`src/hw/ledspi_pkg.sv`:
```
`default_nettype none

package ledspi_pkg;

	// one byte on the internal bus
	typedef logic [7:0] data_t;

	// bus address, matches the default addr_len of the top level
	typedef logic [3:0] addr_t;

	// pwm duty and free running counter
	typedef logic [7:0] duty_t;

	// bridge sequencer
	//   st_idle  waiting for csn to fall
	//   st_cmd   shifting in the command byte
	//   st_bus   bus cycle outstanding, waiting for ack
	//   st_data  second byte, shifted in for writes or out for reads
	typedef enum logic [1:0] {
		st_idle,
		st_cmd,
		st_bus,
		st_data
	} bridge_state_t;

	// address map, each peripheral spans four bytes
	// rgb: 0 red, 1 green, 2 blue, 3 reads 0
	localparam addr_t RGB_BASE = 4'h0;

	// debug: 4 drives the pins, 5..7 scratch
	localparam addr_t DBG_BASE = 4'h4;

endpackage

`default_nettype wire

```
`src/hw/debug_regs.sv`:
```
`default_nettype none

module debug_regs (
	input  logic              clk,
	input  logic              rst_n,
	input  logic              stb,
	input  logic              we,
	input  logic [1:0]        adr,
	input  ledspi_pkg::data_t dat_w,
	output ledspi_pkg::data_t dat_r,
	output logic              ack,
	output ledspi_pkg::data_t debug
);
	import ledspi_pkg::*;

	// 0 drives the pins, 1..3 scratch for host read-back
	data_t regs [4];

	// registered ack, one cycle after stb
	always_ff @(posedge clk) begin
		if (!rst_n)
			ack <= 1'b0;
		else
			ack <= stb & ~ack;
	end

	always_ff @(posedge clk) begin
		if (!rst_n) begin
			for (int i = 0; i < 4; i++)
				regs[i] <= '0;
		end else if (stb && !ack && we) begin
			regs[adr] <= dat_w;
		end
	end

	// read data only sampled while ack is high
	assign dat_r = regs[adr];

	// pins follow register 0 directly
	assign debug = regs[0];

endmodule

`default_nettype wire

```
`src/hw/ledspi_top.sv`:
```
`default_nettype none

module ledspi_top #(
	parameter int addr_len = 4
) (
	input  logic              clk,
	input  logic              rst_n,
	input  logic              spi_sck,
	input  logic              spi_csn,
	input  logic              spi_sdi,
	output logic              spi_sdo,
	output logic [2:0]        rgb,
	output ledspi_pkg::data_t debug
);
	import ledspi_pkg::*;

	// bridge side of the bus
	addr_t bus_adr;
	data_t bus_dat_w;
	data_t bus_dat_r;
	logic bus_we;
	logic bus_stb;
	logic bus_ack;

	// per peripheral strobe and return path
	logic rgb_stb;
	logic dbg_stb;
	data_t rgb_dat_r;
	data_t dbg_dat_r;
	logic rgb_ack;
	logic dbg_ack;

	// spi frame to one bus cycle
	spi_wb_ctrl #(
		.addr_len(addr_len)
	) u_bridge (
		.clk     (clk),
		.rst_n   (rst_n),
		.spi_sck (spi_sck),
		.spi_csn (spi_csn),
		.spi_sdi (spi_sdi),
		.spi_sdo (spi_sdo),
		.adr     (bus_adr),
		.dat_w   (bus_dat_w),
		.we      (bus_we),
		.stb     (bus_stb),
		.dat_r   (bus_dat_r),
		.ack     (bus_ack)
	);

	wb_periph_decode #(
		.addr_len(addr_len)
	) u_decode (
		.clk       (clk),
		.rst_n     (rst_n),
		.adr       (bus_adr),
		.stb       (bus_stb),
		.dat_r     (bus_dat_r),
		.ack       (bus_ack),
		.rgb_stb   (rgb_stb),
		.dbg_stb   (dbg_stb),
		.rgb_dat_r (rgb_dat_r),
		.dbg_dat_r (dbg_dat_r),
		.rgb_ack   (rgb_ack),
		.dbg_ack   (dbg_ack)
	);

	// peripherals only see the register index
	rgb_pwm u_rgb (
		.clk   (clk),
		.rst_n (rst_n),
		.stb   (rgb_stb),
		.we    (bus_we),
		.adr   (bus_adr[1:0]),
		.dat_w (bus_dat_w),
		.dat_r (rgb_dat_r),
		.ack   (rgb_ack),
		.rgb   (rgb)
	);

	debug_regs u_dbg (
		.clk   (clk),
		.rst_n (rst_n),
		.stb   (dbg_stb),
		.we    (bus_we),
		.adr   (bus_adr[1:0]),
		.dat_w (bus_dat_w),
		.dat_r (dbg_dat_r),
		.ack   (dbg_ack),
		.debug (debug)
	);

endmodule

`default_nettype wire

```
`src/hw/rgb_pwm.sv`:
```
`default_nettype none

module rgb_pwm (
	input  logic              clk,
	input  logic              rst_n,
	input  logic              stb,
	input  logic              we,
	input  logic [1:0]        adr,
	input  ledspi_pkg::data_t dat_w,
	output ledspi_pkg::data_t dat_r,
	output logic              ack,
	output logic [2:0]        rgb
);
	import ledspi_pkg::*;

	// index 0 red, 1 green, 2 blue
	duty_t duty [3];
	duty_t cnt;
	logic wr;

	// write lands in the same cycle ack rises
	assign wr = stb & ~ack & we;

	// registered ack, one cycle after stb, never two in a row
	always_ff @(posedge clk) begin
		if (!rst_n)
			ack <= 1'b0;
		else
			ack <= stb & ~ack;
	end

	always_ff @(posedge clk) begin
		if (!rst_n) begin
			for (int i = 0; i < 3; i++)
				duty[i] <= '0;
		end else begin
			// index 3 has no register behind it
			for (int i = 0; i < 3; i++) begin
				if (wr && (adr == 2'(i)))
					duty[i] <= dat_w;
			end
		end
	end

	always_comb begin
		case (adr)
		2'd0: dat_r = duty[0];
		2'd1: dat_r = duty[1];
		2'd2: dat_r = duty[2];
		default: dat_r = '0;
		endcase
	end

	// free running, wraps every 256 clk
	always_ff @(posedge clk) begin
		if (!rst_n)
			cnt <= '0;
		else
			cnt <= cnt + 8'd1;
	end

	// output high while counter below duty
	// registered so the pins never glitch
	always_ff @(posedge clk) begin
		if (!rst_n) begin
			rgb <= 3'b000;
		end else begin
			for (int i = 0; i < 3; i++)
				rgb[i] <= (cnt < duty[i]);
		end
	end

endmodule

`default_nettype wire

```
`src/hw/spi_wb_ctrl.sv`:
```
`default_nettype none

module spi_wb_ctrl #(
	parameter int addr_len = 4
) (
	input  logic              clk,
	input  logic              rst_n,
	input  logic              spi_sck,
	input  logic              spi_csn,
	input  logic              spi_sdi,
	output logic              spi_sdo,
	output ledspi_pkg::addr_t adr,
	output ledspi_pkg::data_t dat_w,
	output logic              we,
	output logic              stb,
	input  ledspi_pkg::data_t dat_r,
	input  logic              ack
);
	import ledspi_pkg::*;

	// two flop synchronizers plus one more stage for edge detection
	logic [1:0] sck_sync;
	logic [1:0] csn_sync;
	logic [1:0] sdi_sync;
	logic sck_d;
	logic csn_d;

	logic sck_rise;
	logic sck_fall;
	logic csn_fall;
	logic csn_high;

	data_t sh_in;
	data_t sh_next;
	data_t sh_out;
	logic [3:0] bit_cnt;
	logic cmd_done;
	logic data_done;
	bridge_state_t state;

	always_ff @(posedge clk) begin
		if (!rst_n) begin
			sck_sync <= 2'b00;
			csn_sync <= 2'b11;
			sdi_sync <= 2'b00;
			sck_d    <= 1'b0;
			csn_d    <= 1'b1;
		end else begin
			sck_sync <= {sck_sync[0], spi_sck};
			csn_sync <= {csn_sync[0], spi_csn};
			sdi_sync <= {sdi_sync[0], spi_sdi};
			sck_d    <= sck_sync[1];
			csn_d    <= csn_sync[1];
		end
	end

	// mode 0: host samples on rising sck, we change sdo on falling
	assign sck_rise = sck_sync[1] & ~sck_d;
	assign sck_fall = ~sck_sync[1] & sck_d;
	assign csn_fall = ~csn_sync[1] & csn_d;
	assign csn_high = csn_sync[1];

	// msb first, so new bits enter at the bottom
	assign sh_next = {sh_in[6:0], sdi_sync[1]};

	// eighth bit closes the command byte, sixteenth the data byte
	assign cmd_done  = (state == st_cmd) && !csn_high && sck_rise && (bit_cnt == 4'd7);
	assign data_done = (state == st_data) && !csn_high && sck_rise && we &&
		(bit_cnt == 4'd15);

	always_ff @(posedge clk) begin
		if (sck_rise)
			sh_in <= sh_next;
		if (cmd_done)
			adr <= addr_t'(sh_next[addr_len-1:0]);
		if (data_done)
			dat_w <= sh_next;
	end

	assign spi_sdo = sh_out[7];

	always_ff @(posedge clk) begin
		if (!rst_n) begin
			state   <= st_idle;
			stb     <= 1'b0;
			we      <= 1'b0;
			bit_cnt <= 4'd0;
			sh_out  <= '0;
		end else begin
			case (state)
			st_idle: begin
				// frame starts on the falling csn edge only
				if (csn_fall) begin
					state   <= st_cmd;
					bit_cnt <= 4'd0;
				end
			end
			st_cmd: begin
				if (csn_high) begin
					state <= st_idle;
				end else if (sck_rise) begin
					bit_cnt <= bit_cnt + 4'd1;
					if (cmd_done) begin
						we <= sh_next[7];
						// a read goes out right away, a write waits for its data
						if (sh_next[7]) begin
							state <= st_data;
						end else begin
							state <= st_bus;
							stb   <= 1'b1;
						end
					end
				end
			end
			st_bus: begin
				// csn ignored here, the cycle in flight completes
				if (ack) begin
					stb <= 1'b0;
					if (we) begin
						state <= st_idle;
					end else begin
						sh_out <= dat_r;
						state  <= st_data;
					end
				end
			end
			st_data: begin
				if (csn_high) begin
					// aborted write never reaches the bus
					state  <= st_idle;
					sh_out <= '0;
				end else begin
					if (sck_rise)
						bit_cnt <= bit_cnt + 4'd1;
					if (data_done) begin
						state <= st_bus;
						stb   <= 1'b1;
					end
					// falling edge right after the command byte keeps the msb
					if (sck_fall && !we && (bit_cnt != 4'd8))
						sh_out <= {sh_out[6:0], 1'b0};
				end
			end
			default: begin
				state <= st_idle;
			end
			endcase
		end
	end

endmodule

`default_nettype wire

```
`src/hw/wb_periph_decode.sv`:
```
`default_nettype none

module wb_periph_decode #(
	parameter int addr_len = 4
) (
	input  logic              clk,
	input  logic              rst_n,
	input  ledspi_pkg::addr_t adr,
	input  logic              stb,
	output ledspi_pkg::data_t dat_r,
	output logic              ack,
	output logic              rgb_stb,
	output logic              dbg_stb,
	input  ledspi_pkg::data_t rgb_dat_r,
	input  ledspi_pkg::data_t dbg_dat_r,
	input  logic              rgb_ack,
	input  logic              dbg_ack
);
	import ledspi_pkg::*;

	// map constants widened to the full address
	localparam logic [addr_len-1:0] rgb_base_full = addr_len'(RGB_BASE);
	localparam logic [addr_len-1:0] dbg_base_full = addr_len'(DBG_BASE);

	logic [addr_len-1:0] adr_full;
	logic sel_rgb;
	logic sel_dbg;
	logic miss_ack;

	assign adr_full = addr_len'(adr);

	// low two bits pick the register inside a peripheral
	assign sel_rgb = (adr_full[addr_len-1:2] == rgb_base_full[addr_len-1:2]);
	assign sel_dbg = (adr_full[addr_len-1:2] == dbg_base_full[addr_len-1:2]);

	assign rgb_stb = stb & sel_rgb;
	assign dbg_stb = stb & sel_dbg;

	// unmapped: answer ourselves so the bridge never hangs
	always_ff @(posedge clk) begin
		if (!rst_n)
			miss_ack <= 1'b0;
		else
			miss_ack <= stb & ~sel_rgb & ~sel_dbg & ~miss_ack;
	end

	always_comb begin
		if (sel_rgb) begin
			dat_r = rgb_dat_r;
			ack   = rgb_ack;
		end else if (sel_dbg) begin
			dat_r = dbg_dat_r;
			ack   = dbg_ack;
		end else begin
			dat_r = '0;
			ack   = miss_ack;
		end
	end

endmodule

`default_nettype wire

```
`config.mk`:
```
export PLATFORM = sky130hd
export DESIGN_NAME = ledspi_top
export DESIGN_NICKNAME = d
export VERILOG_FILES = /design/src/hw/ledspi_pkg.sv /design/src/hw/debug_regs.sv /design/src/hw/ledspi_top.sv /design/src/hw/rgb_pwm.sv /design/src/hw/spi_wb_ctrl.sv /design/src/hw/wb_periph_decode.sv
export SDC_FILE = /design/constraint.sdc
export NUM_CORES = 1
export LEC_CHECK = 0
export BUFFER_PORTS_ARGS = -buffer_cell sky130_fd_sc_hd__buf_2
export CAP_MARGIN = 20
export CORE_MARGIN = 1.5
export CORE_UTILIZATION = 60
export DETAILED_ROUTE_END_ITERATION = 8
export GPL_ROUTABILITY_DRIVEN = 0
export GPL_TIMING_DRIVEN = 0
export PLACE_DENSITY = 0.8
export SETUP_SLACK_MARGIN = 0.02
export SLEW_MARGIN = 15
export SYNTH_ARGS = -nofsm -noshare
export SYNTH_HDL_FRONTEND = slang
export SYNTH_SLANG_ARGS = --single-unit
```
`constraint.sdc`:
```
create_clock -name clk -period 7.4 [get_ports clk]
set_input_delay 1.48 -clock clk [delete_from_list [all_inputs] [get_ports clk]]
set_output_delay 1.48 -clock clk [all_outputs]
set_load 0.005 [all_outputs]
```
==> summary.txt, run 1 <==
Synth
  • Main synth FF type: edfxtp_1
  • Yosys warns: 0
  • Synth top area share: 42.72%
  • Mux contribution to synthesized area: 6.148%
  • Mapped Area: 5271 µm²
  • Synth area leader: edfxtp_1
  • Synth Area in Simple Gates: 14.57%
  • Most frequent cells after synthesis: edfxtp_1 (75), and2_1 (40), dfxtp_1 (40)
  • Top area cells in the synthesized netlist: edfxtp_1 (43%), dfxtp_1 (15%), ha_1 (5.7%)
  • Cell variety after synth: 57
  • Net count after synthesis: 446
  • Flop and latch count out of synthesis: 115
  • Syn_area_per_cell: 12.64 µm²
  • Largest family of logic cells by synthesized area: simple AND/OR/NAND/NOR gates
  • Post-synth EDFFs: 75
  • Register area share after synthesis: 57.92%
  • XOR/XNOR Fraction of Synth Area: 1.163%
  • Synth Area in Compound Gates: 10.59%
  • Synth async-reset ratio: 0%
  • Post-Synth Adder-Cell Area: 5.697%
  • Most frequent cell after synthesis: edfxtp_1
  • Synth Instances: 417

Worst setup path
  • Worst path cell trace: buf_2 -> inv_1 -> clkbuf_1 -> buf_1 -> nor2_1
  • Cell count along the critical path: 5
  • Crit. Startpoint: rst_n
  • CP Data Arrival Time: 3.06 ns
  • Top delay family on crit path: buffers and inverters
  • Critical path peak fanout: 10
  • Critical path buffer and inverter count: 4
  • Critical Path Max Stage Delay: 0.51 ns
  • CP required: 7.80 ns
  • R2R cell count: 6
  • Worst Setup End Kind: flip-flop
  • WS Path Type: in -> reg
  • R2r setup slk: 4.82 ns
  • CP Launch Type: primary input
  • Reg2reg start: u_bridge.adr[1]
  • Worst path slowest cell: clkbuf_1
  • Critical Path Sink: u_rgb.cnt[5]
  • Reg-to-Reg End: u_rgb.duty[0][13]

Job
  • Max-cap violations: 0

Global routing
  • Vias in the first global route: 3,654
  • Largest net degree at the start of global routing: 17
  • Initial antenna violation count: 0
  • GR Util All Layers: 26.69%
  • Grt ovf: 0
  • First-pass GRT wire length: 18,630 µm

Floorplan
  • Die ar.: 9357 µm²
  • Core outline area: 8636 µm²
  • Die height: 96.73 µm
  • Num ports: 17
  • FP Rows: 34
  • Starting density of the core: 61.04%
  • Die width: 96.73 µm

Clock tree
  • Clock latency on the worst-skew pair: 0.53 ns
  • Post-CTS sizing: 0
  • TritonCTS Sinks: 115
  • Clk buf depth: 2
  • Cts bufs inserted: 17
  • CTS tree: yes
  • Root buf cell: clkbuf_8
  • Hold_buf cts: 0
  • Post-CTS setup buffers: 0
  • Clock slew at reported path FFs: 0.06 ns
  • H-Tree Level Count: 4

Place
  • Hpwl dp: 7783 µm
  • Port buffer count: 16
  • Placed Cells: 542
  • Pre-CTS setup slack: 4.183 ns
  • Post-placement cell area: 5497 µm²

Pwr
  • Total power draw: 1.594 mW
  • P_leak: 2.411 nW
  • Pwr Density: 261.6 nW/µm²
  • Peak supply drop: 191.3 µV

Routing
  • DRT iter0 DRCs: 291
  • First-pass iteration count of the detailed router: 5
  • DR DRC count: 0
  • Avg Vias per Cell: 6.190
  • Via count: 3,553
  • Antenna Nets Post-Route: 0
  • Detailed-route wire length: 11,490 µm
  • Routed len/inst: 20.02 µm

Timing
  • Max Transition Viols Final: 0
  • Fin Hold WS: 0.4220 ns
  • Fmax: 376.6 MHz
  • Slew Limit Headroom: 39.78%
  • Setup clock skew after layout: 0.009211 ns
  • Minimum clock period: 2.655 ns
  • Setup TNS Final: 0 ns
  • Hold Fails Final Rpt: 0
  • Post-route worst setup slack: 4.745 ns
  • Actual slew at the worst max-slew pin: 0.8973 ns
  • Setup-failing EPs final: 0
  • RSZ-0062 raised after global routing: false
  • Final period util: 35.88%

Cells and area
  • Nets: 482
  • Layout fillers: 575
  • Post-route insts no fill: 574
  • ANT cells: 0
  • Area Growth Syn to Fin: 15.59%
  • Utilization after layout: 70.56%
  • Layout cells sized above 1: 17.17%
  • Final Instance Area: 6093 µm²

Hold path
  • Hold Path Stages: 1
  • Hold Path Class: reg -> reg

Run status
  • Status: complete, no violations
sequential cells by signal (all words and copies together), names as in the netlist, 2 cells and up, named ones only:
register	cells
u_bridge.bit_cnt	4
u_bridge.adr	4
u_bridge.sdi_sync	2
u_bridge.sh_in	7
u_bridge.dat_w	8
u_dbg.regs	32
u_bridge.sck_sync	2
u_bridge.sh_out	8
u_rgb.duty	24
u_bridge.state	2
u_bridge.csn_sync	2
u_rgb.cnt	8
u_rgb.rgb	3
worst min path at each step:
stage                    startpoint                   end  slack [ns]
3_3_place_gp   u_bridge.csn_sync[0]  u_bridge.csn_sync[1]        0.40
5_1_grt        u_bridge.csn_sync[0]  u_bridge.csn_sync[1]        0.45
2_1_floorplan  u_bridge.csn_sync[0]  u_bridge.csn_sync[1]        0.39
3_5_place_dp   u_bridge.csn_sync[0]  u_bridge.csn_sync[1]        0.41
6_report       u_bridge.csn_sync[0]  u_bridge.csn_sync[1]        0.42
4_1_cts        u_bridge.csn_sync[0]  u_bridge.csn_sync[1]        0.42
per-layer routing:
layer  part of all wire (%)  vias to the layer above  track usage (%)
li1                       -                     1623                -
met1                     41                     1721            32.69
met2                     50                      169            42.93
met3                    6.6                       40            9.104
met4                    3.2                        0            12.04
met5                      0                        -                0
cell type report:
type	instances	area (µm²)	share of cell area, %
sequential	115	3053	50.10
tap	108	135.1	2.218
inverter	30	112.6	1.848
clock inverter	15	182.7	2.998
timing repair buffer	17	85.08	1.396
multi-input combinational	254	2017	33.10
clock buffer	17	414.1	6.797
buffer	18	93.84	1.540
logic make-up (layout without fill, tap and decap cells):
family,count (synthesis),in the layout
buf+inv,48,97
mux,22,22
fa+ha+maj,24,24
flops,115,115
xor+xnor,7,7
simple gates,127,127
compound gates,74,74
cell usage in the layout, fill, tap and decap left out, types with 13 or more instances in the layout:
master     instances
nand2_1           13
buf_2             23
nor2_1            17
dfxtp_1           40
clkbuf_16         16
a21oi_1           14
inv_1             29
edfxtp_1          75
and2_1            40
ha_1              24
power breakdown:
group	internal (mW)	leakage, nW	switching [mW]
Sequential	0.701	1.08	0.0100
Combinational	0.0232	1.05	0.0376
Clock	0.515	0.283	0.307
Total	1.24	2.41	0.355
(Power assumes the default switching activity.)
==> inputs of run 2 (changes only) <==
==> constraint.sdc (replaced) <==
create_clock -name clk -period 2.6 [get_ports clk]
set_input_delay 0.52 -clock clk [delete_from_list [all_inputs] [get_ports clk]]
set_output_delay 0.52 -clock clk [all_outputs]
set_load 0.005 [all_outputs]
==> run 2 against run 1 <==
Compared with the run above:
- non-clock buffer count unchanged
- critical path type is now reg -> reg
- via count is 0.14% higher
- clock skew rose by 0.0023 ns
- clock power rose to 2.8 times the previous value
- total power rose to 2.8 times the previous value
- final cell count stayed put
- hold slack worse by 0.25 ns
- largest cell class unchanged
- critical path depth fell by 2
- sequential share of layout area is essentially flat
- global-route usage stayed put
- utilization about the same
- combinational power grew to 2.8 times the previous value
==> summary.txt, run 2 (synthesized netlist as in run 1, its figures left out) <==
Run status
  • Status: complete, no violations

Worst setup path
  • R2R cell count: 3
  • Crit. Startpoint: u_bridge.adr[3]
  • Cell count along the critical path: 3
  • Worst Setup End Kind: flip-flop
  • Critical path buffer and inverter count: 0
  • CP Launch Type: flip-flop
  • CP required: 2.78 ns
  • Worst path slowest cell: or4_4
  • Critical path peak fanout: 9
  • CP Data Arrival Time: 2.61 ns
  • Critical Path Max Stage Delay: 0.68 ns
  • Reg2reg start: u_bridge.adr[3]
  • WS Path Type: reg -> reg
  • Worst path cell trace: or4_4 -> nor4_4 -> nand2b_1
  • Top delay family on crit path: simple AND/OR/NAND/NOR gates

Clock tree
  • Hold_buf cts: 0
  • CTS tree: yes
  • H-Tree Level Count: 4
  • TritonCTS Sinks: 115
  • Clock latency on the worst-skew pair: 0.53 ns
  • Cts bufs inserted: 17
  • Root buf cell: clkbuf_8
  • Clock slew at reported path FFs: 0.06 ns
  • Clk buf depth: 2

Routing
  • DR DRC count: 0
  • Antenna Nets Post-Route: 0
  • DRT iter0 DRCs: 345
  • Avg Vias per Cell: 6.199
  • Routed len/inst: 20.09 µm
  • Via count: 3,558
  • First-pass iteration count of the detailed router: 5
  • Detailed-route wire length: 11,530 µm

Global routing
  • GR Util All Layers: 26.69%
  • Initial antenna violation count: 0
  • Gr busiest metal: met2
  • Met3 usage: 9.104%
  • Largest net degree at the start of global routing: 17
  • First-pass GRT wire length: 18,630 µm
  • Vias in the first global route: 3,654
  • Met1 usage: 32.69%
  • Grt ovf: 0
  • Met2 global-route usage: 42.93%

Pwr
  • Pwr Density: 743.0 nW/µm²
  • P_leak: 2.412 nW
  • Peak supply drop: 536.5 µV
  • Total power draw: 4.530 mW

Place
  • Placed Cells: 542
  • Hpwl dp: 7783 µm
  • Port buffer count: 16

Floorplan
  • Die width: 96.73 µm
  • Die ar.: 9357 µm²
  • Die height: 96.73 µm
  • Core outline area: 8636 µm²
  • FP Rows: 34
  • Num ports: 17
  • Starting density of the core: 61.04%

Cells and area
  • ANT cells: 0
  • Biggest regs: u_dbg.regs: 32 flops, u_rgb.duty: 24 flops
  • Number of flip-flops in the largest register: 32
  • Top reg by flops: u_dbg.regs
  • Layout cells sized above 1: 17.38%
  • Area Growth Syn to Fin: 15.67%
  • Nets: 482
  • Post-route insts no fill: 574
  • Commonest non-fill, non-tap cell in the layout: edfxtp_1
  • Most frequent cells in the layout: edfxtp_1 (75), and2_1 (40), dfxtp_1 (40)
  • Utilization after layout: 70.60%

Timing
  • Max Transition Viols Final: 0
  • Minimum clock period: 2.426 ns
  • Setup-failing EPs final: 0
  • Fmax: 412.2 MHz
  • RSZ-0062 raised after global routing: false
  • Slew Limit Headroom: 39.72%
  • Setup clock skew after layout: 0.01154 ns
  • Hold Fails Final Rpt: 0
  • Fin Hold WS: 0.1758 ns
  • Actual slew at the worst max-slew pin: 0.8981 ns
  • Final period util: 93.30%

Hold path
  • Hold Crit Start: spi_csn
  • Hold Path Stages: 2
  • Hold Path Class: in -> reg

Job
  • Max-cap violations: 0
## run 2: cell counts in the layout (fill, tap and decap cells not counted)
No cell type changed its count.
## run 2: final cells by class
| class | instances | area, µm² |
|---|---|---|
| Sequential cell | 115 | 3053 |
| Fill cell | 573 | 2539 |
| Multi-Input combinational cell | 254 | 2021 |
| Clock buffer | 17 | 414.1 |
| Clock inverter | 15 | 182.7 |
| Tap cell | 108 | 135.1 |
| Inverter | 30 | 112.6 |
| Buffer | 18 | 93.84 |
| Timing Repair Buffer | 17 | 85.08 |
## run 2: path summary, 6_finish.rpt
path / slack, ns / to
worst min-delay path: 0.18 / u_bridge.csn_sync[0]
worst max register to register: 0.17 / u_dbg.regs[0][5]
worst max-delay path: 0.17 / u_dbg.regs[0][5]
worst min register to register: 0.42 / u_bridge.csn_sync[1]
## run 2: worst register-to-register path: stages, from the launching register on
cell and delay, ns:
edfxtp_1 0.54, or4_4 0.68, nor4_4 0.42, nand2b_1 0.44
## run 2: routing by layer
layer	part of all wire (%)	wire, µm	up-vias
li1	-	-	1625
met1	40	4665	1729
met2	50	5802	171
met3	6.3	730	33
met4	2.9	333	0
met5	0	0	-
## run 2: report_power, final
part / switching (mW) / leakage [nW] / internal [mW]
Clock: 0.868 / 0.283 / 1.47
Combinational: 0.107 / 1.05 / 0.0664
Sequential: 0.0285 / 1.08 / 1.99
## run 2: through the flow
step	instance area (µm²)	setup WS, ns	setup TNS [ns]
finish	6097	0.1742	0
global route	6097	0.06141	0
CTS	6093	0.08779	0
detailed placement	5497	0.08093	0
global placement	5487	-0.1611	-4.515
floorplan	5271	0.2460	0
## run 2: repair_timing
item | 4_1_cts | 5_1_grt
setup endpoints to repair | 0 | 12
buffers inserted | 0 | 0
resized for setup | 0 | 2
